## config.mk

```make
export PLATFORM = sky130hd
export DESIGN_NAME = top_regfile
export DESIGN_NICKNAME = d
export VERILOG_FILES = /design/src/design/regfile_pkg.sv /design/src/design/top_regfile.sv /design/src/design/read_mux.sv /design/src/design/status_capture.sv /design/src/design/pulse_regs.sv /design/src/design/config_regs.sv /design/src/design/apb_decode.sv
export SDC_FILE = /design/constraint.sdc
export NUM_CORES = 1
export LEC_CHECK = 0
export BUFFER_PORTS_ARGS = -buffer_cell sky130_fd_sc_hd__buf_2
export CAP_MARGIN = 20
export CORE_MARGIN = 8
export CORE_UTILIZATION = 46
export DETAILED_ROUTE_END_ITERATION = 12
export HOLD_SLACK_MARGIN = 0.06
export PLACE_DENSITY = 0.76
export SLEW_MARGIN = 20
export SYNTH_ARGS = -nofsm -noshare
export SYNTH_HDL_FRONTEND = slang
export SYNTH_HIERARCHICAL = 1
export SYNTH_SLANG_ARGS = --single-unit
```

## constraint.sdc

```tcl
create_clock -name clk -period 1.8 [get_ports clk]
set_clock_uncertainty 0.05 [all_clocks]
set_input_delay 0 -clock clk [delete_from_list [all_inputs] [get_ports clk]]
set_output_delay 0 -clock clk [all_outputs]
set_load 0.05 [all_outputs]
```

## src/design/regfile_pkg.sv

```systemverilog
/*
 * Field types, word indices and reset values of the PHY packet controller register map
 */
`default_nettype none

package regfile_pkg;

    typedef logic [20:0] paddr_t;
    typedef logic [15:0] word_t;
    typedef logic [3:0]  word_idx_t;
    typedef logic [4:0]  phy_addr_t;
    typedef logic [1:0]  pkt_len_t;
    typedef logic [15:0] idle_len_t;
    typedef logic [14:0] mdio_addr_t;
    typedef logic [6:0]  data_sel_t;
    typedef logic [8:0]  pkt_data_t;

    // Word map ------------------------
    localparam word_idx_t WORD_PHY_ADDR   = 4'h0;
    localparam word_idx_t WORD_MODE       = 4'h1;
    localparam word_idx_t WORD_CAPTURE    = 4'h2;
    localparam word_idx_t WORD_IDLE       = 4'h3;
    localparam word_idx_t WORD_MDIO_ADDR  = 4'h4;
    localparam word_idx_t WORD_DATA_SEL   = 4'h5;
    localparam word_idx_t WORD_PKT_DATA   = 4'h6;
    localparam word_idx_t WORD_READ_PULSE = 4'h7;
    localparam word_idx_t WORD_GAP        = 4'h8;
    localparam word_idx_t WORD_PHASE      = 4'h9;
    localparam word_idx_t WORD_CLK_EN     = 4'ha;
    localparam word_idx_t WORD_SW_RST     = 4'hb;
    localparam int        NUM_WORDS       = 12;

    // Reset values --------------------
    localparam phy_addr_t  PHY_ADDR_RST        = 5'd31;
    localparam phy_addr_t  PHY_ADDR_MASK_RST   = 5'd31;
    localparam phy_addr_t  BCAST_ADDR_RST      = 5'd31;
    localparam logic       BCAST_MODE_RST      = 1'b1;
    localparam logic       NON_ZERO_DETECT_RST = 1'b0;
    localparam logic       OPENDRAIN_MODE_RST  = 1'b1;
    localparam logic       WATCHDOG_EN_RST     = 1'b0;
    localparam logic       SYNC_SELECT_RST     = 1'b0;
    localparam logic       SELF_TEST_RST       = 1'b0;
    localparam pkt_len_t   PKT_LEN_RST         = 2'd0;
    localparam logic       CAPTURE_MODE_RST    = 1'b0;
    localparam logic       PATH96_EN_RST       = 1'b1;
    localparam idle_len_t  IDLE_LEN_RST        = 16'd32767;
    localparam mdio_addr_t MDIO_ADDR_RST       = 15'd0;
    localparam data_sel_t  DATA_SEL_RST        = 7'd0;
    localparam pkt_data_t  PKT_DATA_RST        = 9'd0;
    localparam pkt_data_t  GAP_RST             = 9'd0;
    localparam pkt_data_t  PHASE_RST           = 9'd0;
    localparam logic       CLK_EN_RST          = 1'b1;
    localparam logic       PKTCTRL_SW_RSTN_RST = 1'b1;
    localparam logic       REGFILE_SW_RSTN_RST = 1'b1;

endpackage

`default_nettype wire
```

## src/design/top_regfile.sv

```systemverilog
/*
 * Register file top: bus decoder, field storage, status capture and read path
 */
`default_nettype none

module top_regfile #(
    parameter regfile_pkg::phy_addr_t PHY_ADDR_INIT = regfile_pkg::PHY_ADDR_RST,
    parameter regfile_pkg::idle_len_t IDLE_LEN_INIT = regfile_pkg::IDLE_LEN_RST
) (
    input  wire                          clk,
    input  wire                          reset,
    // Bus
    input  wire regfile_pkg::paddr_t     req_paddr,
    input  wire                          req_pwrite,
    input  wire                          req_psel,
    input  wire                          req_penable,
    input  wire regfile_pkg::word_t      req_pwdata,
    output logic                         req_pready,
    output regfile_pkg::word_t           req_prdata,
    // Configuration outputs
    output regfile_pkg::phy_addr_t       legal_phy_addr,
    output regfile_pkg::phy_addr_t       legal_phy_addr_mask,
    output regfile_pkg::phy_addr_t       broadcast_addr,
    output logic                         broadcast_mode,
    output logic                         non_zero_detect,
    output logic                         opendrain_mode,
    output logic                         watchdog_enable,
    output logic                         sync_select,
    output regfile_pkg::pkt_data_t       rf_pktctrl_gap,
    output regfile_pkg::pkt_data_t       rf_pktctrl_phase,
    output logic                         rf_pktctrl_clk_en,
    output logic                         rf_pktctrl_sw_rstn,
    output logic                         rf_regfile_sw_rstn,
    output logic                         rf_self_test_mode,
    output logic                         rf_capture_mode,
    output logic                         rf_capture_start,
    output logic                         rf_capture_again,
    output logic                         rf_96path_en,
    output regfile_pkg::pkt_len_t        rf_pkt_data_length,
    output regfile_pkg::idle_len_t       rf_pkt_idle_length,
    output logic                         rf_mdio_read_pulse,
    output regfile_pkg::data_sel_t       rf_mdio_data_sel,
    output regfile_pkg::mdio_addr_t      rf_mdio_memory_addr,
    // Device side status
    input  wire regfile_pkg::pkt_data_t  rf_mdio_pkt_data,
    input  wire                          rf_mdio_pkt_data_we
);
    import regfile_pkg::*;

    logic [NUM_WORDS-1:0] wr_strobe;
    logic                 rd_en;
    word_idx_t            word_idx;
    word_t                wr_data;
    pkt_data_t            pkt_data;

    // ------------------------------
    apb_decode u_decode (
        .req_paddr   (req_paddr),
        .req_pwrite  (req_pwrite),
        .req_psel    (req_psel),
        .req_penable (req_penable),
        .req_pwdata  (req_pwdata),
        .req_pready  (req_pready),
        .wr_strobe   (wr_strobe),
        .rd_en       (rd_en),
        .word_idx    (word_idx),
        .wr_data     (wr_data)
    );

    // ------------------------------
    config_regs #(
        .PHY_ADDR_INIT (PHY_ADDR_INIT),
        .IDLE_LEN_INIT (IDLE_LEN_INIT)
    ) u_config (
        .clk, .reset, .wr_strobe, .wr_data,
        .legal_phy_addr, .legal_phy_addr_mask, .broadcast_addr,
        .broadcast_mode, .non_zero_detect, .opendrain_mode,
        .watchdog_enable, .sync_select,
        .rf_self_test_mode, .rf_pkt_data_length, .rf_capture_mode, .rf_96path_en,
        .rf_pkt_idle_length, .rf_mdio_memory_addr, .rf_mdio_data_sel,
        .rf_pktctrl_gap, .rf_pktctrl_phase,
        .rf_pktctrl_clk_en, .rf_pktctrl_sw_rstn, .rf_regfile_sw_rstn
    );

    pulse_regs u_pulse (
        .clk, .reset, .wr_strobe, .wr_data,
        .rf_capture_start, .rf_capture_again, .rf_mdio_read_pulse
    );

    status_capture u_status (
        .clk, .reset, .rf_mdio_pkt_data, .rf_mdio_pkt_data_we, .pkt_data
    );

    // ------------------------------
    read_mux u_read_mux (
        .rd_en, .word_idx,
        .legal_phy_addr, .legal_phy_addr_mask, .broadcast_addr,
        .broadcast_mode, .non_zero_detect, .opendrain_mode,
        .watchdog_enable, .sync_select,
        .rf_self_test_mode, .rf_pkt_data_length, .rf_capture_mode, .rf_96path_en,
        .rf_pkt_idle_length, .rf_mdio_memory_addr, .rf_mdio_data_sel,
        .pkt_data, .rf_pktctrl_gap, .rf_pktctrl_phase,
        .rf_pktctrl_clk_en, .rf_pktctrl_sw_rstn, .rf_regfile_sw_rstn,
        .req_prdata
    );

endmodule

`default_nettype wire

```

## src/design/read_mux.sv

```systemverilog
/*
 * Read word assembly for the selected word index
 */
`default_nettype none

module read_mux (
    input  wire                          rd_en,
    input  wire regfile_pkg::word_idx_t  word_idx,
    input  wire regfile_pkg::phy_addr_t  legal_phy_addr,
    input  wire regfile_pkg::phy_addr_t  legal_phy_addr_mask,
    input  wire regfile_pkg::phy_addr_t  broadcast_addr,
    input  wire                          broadcast_mode,
    input  wire                          non_zero_detect,
    input  wire                          opendrain_mode,
    input  wire                          watchdog_enable,
    input  wire                          sync_select,
    input  wire                          rf_self_test_mode,
    input  wire regfile_pkg::pkt_len_t   rf_pkt_data_length,
    input  wire                          rf_capture_mode,
    input  wire                          rf_96path_en,
    input  wire regfile_pkg::idle_len_t  rf_pkt_idle_length,
    input  wire regfile_pkg::mdio_addr_t rf_mdio_memory_addr,
    input  wire regfile_pkg::data_sel_t  rf_mdio_data_sel,
    input  wire regfile_pkg::pkt_data_t  pkt_data,
    input  wire regfile_pkg::pkt_data_t  rf_pktctrl_gap,
    input  wire regfile_pkg::pkt_data_t  rf_pktctrl_phase,
    input  wire                          rf_pktctrl_clk_en,
    input  wire                          rf_pktctrl_sw_rstn,
    input  wire                          rf_regfile_sw_rstn,
    output regfile_pkg::word_t           req_prdata
);
    import regfile_pkg::*;

    word_t rd_word;

    always_comb begin
        case (word_idx)
            WORD_PHY_ADDR:   rd_word = {1'b0, legal_phy_addr, legal_phy_addr_mask, broadcast_addr};
            WORD_MODE:       rd_word = {11'd0, broadcast_mode, non_zero_detect, opendrain_mode,
                                        watchdog_enable, sync_select};
            // Pulse bits 2 and 1 read as 0
            WORD_CAPTURE:    rd_word = {9'd0, rf_self_test_mode, rf_pkt_data_length,
                                        rf_capture_mode, 2'b00, rf_96path_en};
            WORD_IDLE:       rd_word = rf_pkt_idle_length;
            WORD_MDIO_ADDR:  rd_word = {1'b0, rf_mdio_memory_addr};
            WORD_DATA_SEL:   rd_word = {9'd0, rf_mdio_data_sel};
            WORD_PKT_DATA:   rd_word = {7'd0, pkt_data};
            WORD_READ_PULSE: rd_word = '0;
            WORD_GAP:        rd_word = {7'd0, rf_pktctrl_gap};
            WORD_PHASE:      rd_word = {7'd0, rf_pktctrl_phase};
            WORD_CLK_EN:     rd_word = {15'd0, rf_pktctrl_clk_en};
            WORD_SW_RST:     rd_word = {14'd0, rf_pktctrl_sw_rstn, rf_regfile_sw_rstn};
            default:         rd_word = '0;
        endcase
    end

    assign req_prdata = rd_en ? rd_word : '0;

endmodule

`default_nettype wire

```

## src/design/status_capture.sv

```systemverilog
/*
 * Packet data status word, loaded from the device side
 */
`default_nettype none

module status_capture (
    input  wire                         clk,
    input  wire                         reset,
    input  wire regfile_pkg::pkt_data_t rf_mdio_pkt_data,
    input  wire                         rf_mdio_pkt_data_we,
    output regfile_pkg::pkt_data_t      pkt_data
);
    import regfile_pkg::*;

    // Bus side has no write path here
    always_ff @(posedge clk) begin
        if (reset) begin
            pkt_data <= PKT_DATA_RST;
        end else if (rf_mdio_pkt_data_we) begin
            pkt_data <= rf_mdio_pkt_data;
        end
    end

endmodule

`default_nettype wire

```

## src/design/pulse_regs.sv

```systemverilog
/*
 * Self-clearing command pulses for capture and MDIO read
 */
`default_nettype none

module pulse_regs (
    input  wire                               clk,
    input  wire                               reset,
    input  wire [regfile_pkg::NUM_WORDS-1:0]  wr_strobe,
    input  wire regfile_pkg::word_t           wr_data,
    output logic                              rf_capture_start,
    output logic                              rf_capture_again,
    output logic                              rf_mdio_read_pulse
);
    import regfile_pkg::*;

    // High for one cycle after the committing edge, then back to 0
    always_ff @(posedge clk) begin
        if (reset) begin
            rf_capture_start   <= 1'b0;
            rf_capture_again   <= 1'b0;
            rf_mdio_read_pulse <= 1'b0;
        end else begin
            rf_capture_start   <= wr_strobe[WORD_CAPTURE] & wr_data[2];
            rf_capture_again   <= wr_strobe[WORD_CAPTURE] & wr_data[1];
            rf_mdio_read_pulse <= wr_strobe[WORD_READ_PULSE] & wr_data[0];
        end
    end

endmodule

`default_nettype wire

```

## src/design/config_regs.sv

```systemverilog
/*
 * Read-write configuration fields with their reset values
 */
`default_nettype none

module config_regs #(
    parameter regfile_pkg::phy_addr_t PHY_ADDR_INIT = regfile_pkg::PHY_ADDR_RST,
    parameter regfile_pkg::idle_len_t IDLE_LEN_INIT = regfile_pkg::IDLE_LEN_RST
) (
    input  wire                               clk,
    input  wire                               reset,
    input  wire [regfile_pkg::NUM_WORDS-1:0]  wr_strobe,
    input  wire regfile_pkg::word_t           wr_data,
    output regfile_pkg::phy_addr_t            legal_phy_addr,
    output regfile_pkg::phy_addr_t            legal_phy_addr_mask,
    output regfile_pkg::phy_addr_t            broadcast_addr,
    output logic                              broadcast_mode,
    output logic                              non_zero_detect,
    output logic                              opendrain_mode,
    output logic                              watchdog_enable,
    output logic                              sync_select,
    output logic                              rf_self_test_mode,
    output regfile_pkg::pkt_len_t             rf_pkt_data_length,
    output logic                              rf_capture_mode,
    output logic                              rf_96path_en,
    output regfile_pkg::idle_len_t            rf_pkt_idle_length,
    output regfile_pkg::mdio_addr_t           rf_mdio_memory_addr,
    output regfile_pkg::data_sel_t            rf_mdio_data_sel,
    output regfile_pkg::pkt_data_t            rf_pktctrl_gap,
    output regfile_pkg::pkt_data_t            rf_pktctrl_phase,
    output logic                              rf_pktctrl_clk_en,
    output logic                              rf_pktctrl_sw_rstn,
    output logic                              rf_regfile_sw_rstn
);
    import regfile_pkg::*;

    always_ff @(posedge clk) begin
        if (reset) begin
            legal_phy_addr      <= PHY_ADDR_INIT;
            legal_phy_addr_mask <= PHY_ADDR_MASK_RST;
            broadcast_addr      <= BCAST_ADDR_RST;
            broadcast_mode      <= BCAST_MODE_RST;
            non_zero_detect     <= NON_ZERO_DETECT_RST;
            opendrain_mode      <= OPENDRAIN_MODE_RST;
            watchdog_enable     <= WATCHDOG_EN_RST;
            sync_select         <= SYNC_SELECT_RST;
            rf_self_test_mode   <= SELF_TEST_RST;
            rf_pkt_data_length  <= PKT_LEN_RST;
            rf_capture_mode     <= CAPTURE_MODE_RST;
            rf_96path_en        <= PATH96_EN_RST;
            rf_pkt_idle_length  <= IDLE_LEN_INIT;
            rf_mdio_memory_addr <= MDIO_ADDR_RST;
            rf_mdio_data_sel    <= DATA_SEL_RST;
            rf_pktctrl_gap      <= GAP_RST;
            rf_pktctrl_phase    <= PHASE_RST;
            rf_pktctrl_clk_en   <= CLK_EN_RST;
            rf_pktctrl_sw_rstn  <= PKTCTRL_SW_RSTN_RST;
            rf_regfile_sw_rstn  <= REGFILE_SW_RSTN_RST;
        end else begin
            // PHY addressing
            if (wr_strobe[WORD_PHY_ADDR]) begin
                legal_phy_addr      <= wr_data[14:10];
                legal_phy_addr_mask <= wr_data[9:5];
                broadcast_addr      <= wr_data[4:0];
            end
            if (wr_strobe[WORD_MODE]) begin
                broadcast_mode  <= wr_data[4];
                non_zero_detect <= wr_data[3];
                opendrain_mode  <= wr_data[2];
                watchdog_enable <= wr_data[1];
                sync_select     <= wr_data[0];
            end
            // Bits 2 and 1 of this word belong to the pulse block
            if (wr_strobe[WORD_CAPTURE]) begin
                rf_self_test_mode  <= wr_data[6];
                rf_pkt_data_length <= wr_data[5:4];
                rf_capture_mode    <= wr_data[3];
                rf_96path_en       <= wr_data[0];
            end
            if (wr_strobe[WORD_IDLE]) begin
                rf_pkt_idle_length <= wr_data;
            end
            if (wr_strobe[WORD_MDIO_ADDR]) begin
                rf_mdio_memory_addr <= wr_data[14:0];
            end
            if (wr_strobe[WORD_DATA_SEL]) begin
                rf_mdio_data_sel <= wr_data[6:0];
            end
            // Packet controller
            if (wr_strobe[WORD_GAP]) begin
                rf_pktctrl_gap <= wr_data[8:0];
            end
            if (wr_strobe[WORD_PHASE]) begin
                rf_pktctrl_phase <= wr_data[8:0];
            end
            if (wr_strobe[WORD_CLK_EN]) begin
                rf_pktctrl_clk_en <= wr_data[0];
            end
            if (wr_strobe[WORD_SW_RST]) begin
                rf_pktctrl_sw_rstn <= wr_data[1];
                rf_regfile_sw_rstn <= wr_data[0];
            end
        end
    end

endmodule

`default_nettype wire

```

## src/design/apb_decode.sv

```systemverilog
/*
 * Bus decoder: access phase, address range check, write strobes and ready
 */
`default_nettype none

module apb_decode (
    input  wire regfile_pkg::paddr_t          req_paddr,
    input  wire                               req_pwrite,
    input  wire                               req_psel,
    input  wire                               req_penable,
    input  wire regfile_pkg::word_t           req_pwdata,
    output logic                              req_pready,
    output logic [regfile_pkg::NUM_WORDS-1:0] wr_strobe,
    output logic                              rd_en,
    output regfile_pkg::word_idx_t            word_idx,
    output regfile_pkg::word_t                wr_data
);
    import regfile_pkg::*;

    logic access;
    logic in_range;
    logic wr_en;

    // Zero wait states, so ready is just the access phase
    assign access     = req_psel & req_penable;
    assign req_pready = access;

    // Any high address bit lands above the map
    assign in_range = (req_paddr < paddr_t'(NUM_WORDS));
    assign word_idx = req_paddr[$bits(word_idx_t)-1:0];

    assign wr_en = access & req_pwrite & in_range;
    assign rd_en = access & ~req_pwrite & in_range;

    always_comb begin
        for (int i = 0; i < NUM_WORDS; i++) begin
            wr_strobe[i] = wr_en && (word_idx == word_idx_t'(i));
        end
    end

    assign wr_data = req_pwdata;

endmodule

`default_nettype wire

```

# --- Yosys cells after proc, flatten, opt, wreduce, memory -nomap -nowiden ---
# Cells that the tools add are included.
op_classes:
  addsub: 0
  mul: 0
  div: 0
  order_cmp: 1
  eq_ne: 11
  n_shift: 0
  n_mux: 2
  n_bitwise: 9
  reduce_logical: 12
ops:
  columns: ["cell", "count"]
  rows:
  - ["16-bit one-hot mux with 11 select lines", 1]
  - ["21-bit by 4-bit < comparator with 1-bit output, second input constant", 1]
  - ["4-bit by 3-bit equality test with 1-bit output, second input constant", 4]
  - ["4-bit equality test, second input constant", 4]
  - ["16-bit 2-to-1 mux", 1]
  - ["1-bit logical AND", 11]
  - ["1-bit AND", 8]
  - ["4-bit by 2-bit equality test with 1-bit output, second input constant", 2]
  - ["4-bit by 1-bit equality test with 1-bit output, second input constant", 1]
  - ["4-bit zero test", 1]
  - ["1-bit inverter", 1]
word_totals:
  register_bits: 96
  latch_bits: 0
  ramBits: 0
  rom_bits: 0
  input_bits: 52
  output_inout_bits: 104
  elab_cells: 59
  memories: 0

# --- Depth between registers and ports, before layout ---
logic_depth:
  depth_word: 5
  mapped_depth: 8
  ltp_nobuf: 5

# --- Hierarchy ---
# The synthesis kept the hierarchy.
by_module_without_submodules:
  columns: ["module", "instances", "cells_per_inst", "area_each_um2", "seq_area_each_um2"]
  rows:
  - ["config_regs", 1, 278, 3069.2, 1681.6]
  - ["read_mux", 1, 133, 903.4, 0.0]
  - ["apb_decode", 1, 64, 435.4, 0.0]
  - ["status_capture", 1, 29, 319.1, 180.2]
  - ["pulse_regs", 1, 6, 86.3, 60.1]

# --- Worst setup path after synthesis ---
# No wires, ideal clock.
synth_path:
  kind: "input-to-output"
  start: "in req_psel"
  end: "out req_prdata[10]"
  t_arrival_ps: 2199
  required_time_ps: 1750
  slack_ps: -449
  cell_stages: 6
  n_path_buf: 1
  path_cell_list: "and2_1 > nand3_4 > nor4b_2 > nand2_1 > clkbuf_1 > a21oi_1"
synth_via:
  elab_chain_len: 4
synth_lines:
  columns: ["element", "line", "source"]
  rows:
  - ["from (decl)", "top_regfile.sv:15", "input wire req_psel,"]
  - ["1-bit AND", "apb_decode.sv:25", "assign access = req_psel & req_penable;"]
  - ["1-bit AND (2 in a row)", "apb_decode.sv:33", "assign rd_en = access & ~req_pwrite & in_range;"]
  - ["net rd_en", "top_regfile.sv:51", "logic rd_en;"]
  - ["16-bit 2-to-1 mux", "read_mux.sv:57", "assign req_prdata = rd_en ? rd_word : '0;"]
  - ["to (decl)", "top_regfile.sv:19", "output regfile_pkg::word_t req_prdata,"]
# The timed path passes the listed nets, and every way through them passes these cells.

# --- Final worst setup path ---
layout_path:
  start: "reg u_config.non_zero_detect"
  end: "out req_prdata[3]"
layout_via:
  elab_chain_len: 2
layout_lines:
  columns: ["element", "line", "source"]
  rows:
  - ["from (decl)", "config_regs.sv:18", "output logic non_zero_detect,"]
  - ["from (signal assigned)", "config_regs.sv:68", "non_zero_detect <= wr_data[3];"]
  - ["16-bit one-hot mux with 11 select lines", "read_mux.sv:37", "case (word_idx)"]
  - ["16-bit 2-to-1 mux", "read_mux.sv:57", null]
# Every way passes these cells.

==> summary.md <==
| Metric | Value |
|---|---|
| Vias in the first global route | 4843 |
| Pwr/cell area | 604 nW/um2 |
| Slew Viols, Final | 0 |
| Worst Path Max Fanout | 2 |
| RSZ-0062 raised after global routing | true |
| Finished Core Util | 63.6% |
| Antenna violations before repair | 1 |
| CTS Root Cell | clkbuf_8 |
| R2r setup slk | 510 ps |
| Row cnt | 37 |
| Hold Path Class | primary input to flop |
| Worst EP required | 1750 ps |
| Hold Path Depth | 5 |
| Initial drt markers | 408 |
| Crit start category | flop |
| Die footprint | 14000 um2 |
| Crit. Startpoint | u_config/non_zero_detect |
| Clk network pwr share | 34.1% |
| Largest net degree at the start of global routing | 52 |
| Final hold vios | 0 |
| Sw frac | 26.6% |
| Relative slew slack | 68.0% |
| Seq pwr share | 54.5% |
| Max Cap Viol | 0 |
| Hold worst-path end | u_config/rf_pktctrl_clk_en |
| Post-place setup slack | -173 ps |
| Yosys Warn Count | 6 |
| Setup WS post-layout | -204 ps |
| P_int | between 2 and 3 mW |
| First-pass GRT wire length | between 20 and 30 mm |
| Worst path arrival time | 1950 ps |
| Peak VDD IR | 0.394 mV |
| Drt first pass iters | 6 |
| H-Tree Depth | 3 |
| Final setup fails | 1 |
| Synth Cell Area | 4800 um2 |
| Final HPWL DP | 12.0 mm |
| Worst slew pin tran | 476 ps |
| Fin crit period | roughly 2000 ps |
| Final worst-path cycle share | 111% |
| Comb pwr share | 11.4% |
| TritonCTS Sinks | 96 |
| Cell Chain, Critical Path | mux2_4 > a32o_1 > a221o_1 > o311a_4 > buf_8 |
| Final nets | 744 |
| Hold_sp | req_pwrite |
| Area Overhead vs Synth | 35.5% |
| Switching pwr | between 1 and 1.5 mW |
| Fmax | 499 MHz |
| CTS Buf Count | 9 |
| All-Layer GR Usage | 23.3% |
| Via count | around 4700 |
| CTS tree | yes |
| Buffers on Ports | around 160 |
| R2r worst-path depth | 3 |
| Global route overflow | 0 |
| R2r startpoint | u_status/pkt_data[0] |
| Share of cells above drive strength 1 | a little under two fifths |
| GP Congestion | between 0.9 and 1 |
| Synth Net Count | 560 |
| Clk Latency, worst-skew pair | 360 ps |
| Core area | 10200 um2 |
| Die width | 118 um |
| Avg WL per Cell | between 20 and 25 um |
| Die H | 118 um |
| Worst setup path category | flop to output pin |
| Routed Wire Length | roughly 17 mm |
| CP max stage cell | dfxtp_2 |
| Status | complete, but fails checks |
| I/O pins | between 150 and 200 |
| Post-route cell area | approximately 6500 um2 |
| Initial Util | a little under half |
| Number of remaining DRC errors | 0 |
| Failing checks | negative setup slack |
| Hold slack | approximately 130 ps |
| Post-DR vias/cell | 5.58 |
| Critical Path Max Stage Delay | 330 ps |
| FF-to-FF End | u_status/pkt_data[0] |
| Clock transition at path regs | 90 ps |
| Mapped Cells | 508 |
| CP Capture Type | output pin |
| Syn Area/Cell | 9.46 um2 |
| Leak pwr | 2.53 nW |
| Clock Path Buffers | 2 |
| ANT nets after route | 0 |
| Placed instance area | between 5000 and 6000 um2 |
## registers in the layout (all words and copies together) (netlist names), 2 cells and up
name / cells
u_config/broadcast_addr: 5
u_config/legal_phy_addr: 5
u_config/legal_phy_addr_mask: 5
u_config/rf_mdio_data_sel: 7
u_config/rf_mdio_memory_addr: 15
u_config/rf_pkt_data_length: 2
u_config/rf_pkt_idle_length: 16
u_config/rf_pktctrl_gap: 9
u_config/rf_pktctrl_phase: 9
u_status/pkt_data: 9
## how the worst max path moves through the flow
stage,end,cells past startpoint
after detailed placement,u_config/legal_phy_addr_mask[1],7
after global routing,req_prdata[3],5
after global placement,u_config/legal_phy_addr[1],7
after CTS,req_prdata[3],5
after floorplan,req_prdata[1],3
final,req_prdata[3],5
## metrics by stage
step	TNS, ps	instances	power (mW)
global placement	-1760	780	2.55
finish	-204	834	3.93
global route	-300	834	4.08
floorplan	0	508	2.43
detailed placement	-5840	780	2.56
CTS	-217	836	3.95
## layout by cell type (no fill, tap or decap), types with 3 or more instances in the layout
master,n
clkbuf_8,10
nor4_2,7
nor3b_1,3
clkinvlp_4,3
buf_6,4
a32oi_1,9
dfxtp_2,7
nand4_1,3
a21oi_4,10
nor2b_1,48
and3b_1,3
dlygate4sd3_1,36
a21oi_1,5
a211o_1,36
nand3_1,8
buf_4,47
a22oi_1,8
buf_2,147
nor3_1,7
dfxtp_1,89
mux2i_1,59
nand2_1,16
a22o_1,3
nand3b_1,9
a221oi_1,3
nor2_1,62
nor4_1,5
mux2_2,4
## repair_timing
action,4_1_cts,5_1_grt
setup buffers,1,0
hold endpoints to repair,96,0
gates resized for setup,14,13
endpoints found under the setup margin,5,17
hold buffers,39,0
pin swaps,3,5
## power groups by stage
stage          Clock (mW)  Sequential [mW]  Combinational, mW
2_1_floorplan           0             2.19              0.244
3_3_place_gp            0             2.19              0.353
3_5_place_dp            0             2.19              0.364
4_1_cts              1.37             2.14              0.440
5_1_grt              1.46             2.15              0.476
6_report             1.34             2.14              0.449
## worst max-delay path, delay by kind of cell, from the launching register on
kind	cells	cell delay [ps]
compound gates	3	840
buf+inv	1	150
mux	1	280
flops	1	330
## routing by layer
metal,GRT usage [%],up-vias,part of all wire (%)
met2,38.5,217,47
li1,-,2178,-
met1,27.9,2217,42
met5,0,-,0
met4,9.77,0,2.8
met3,6.47,45,7.7
## cell type report
type                       count  area (um2)
multi-input combinational    346        2660
clock inverter                 5        40.0
inverter                       1        3.75
clock buffer                  11         141
tap                          136         170
fill                         845        3720
antenna                        1        2.50
sequential                    96        1930
timing repair buffer         238        1560
Note: power is estimated with default switching activity, not from simulation.
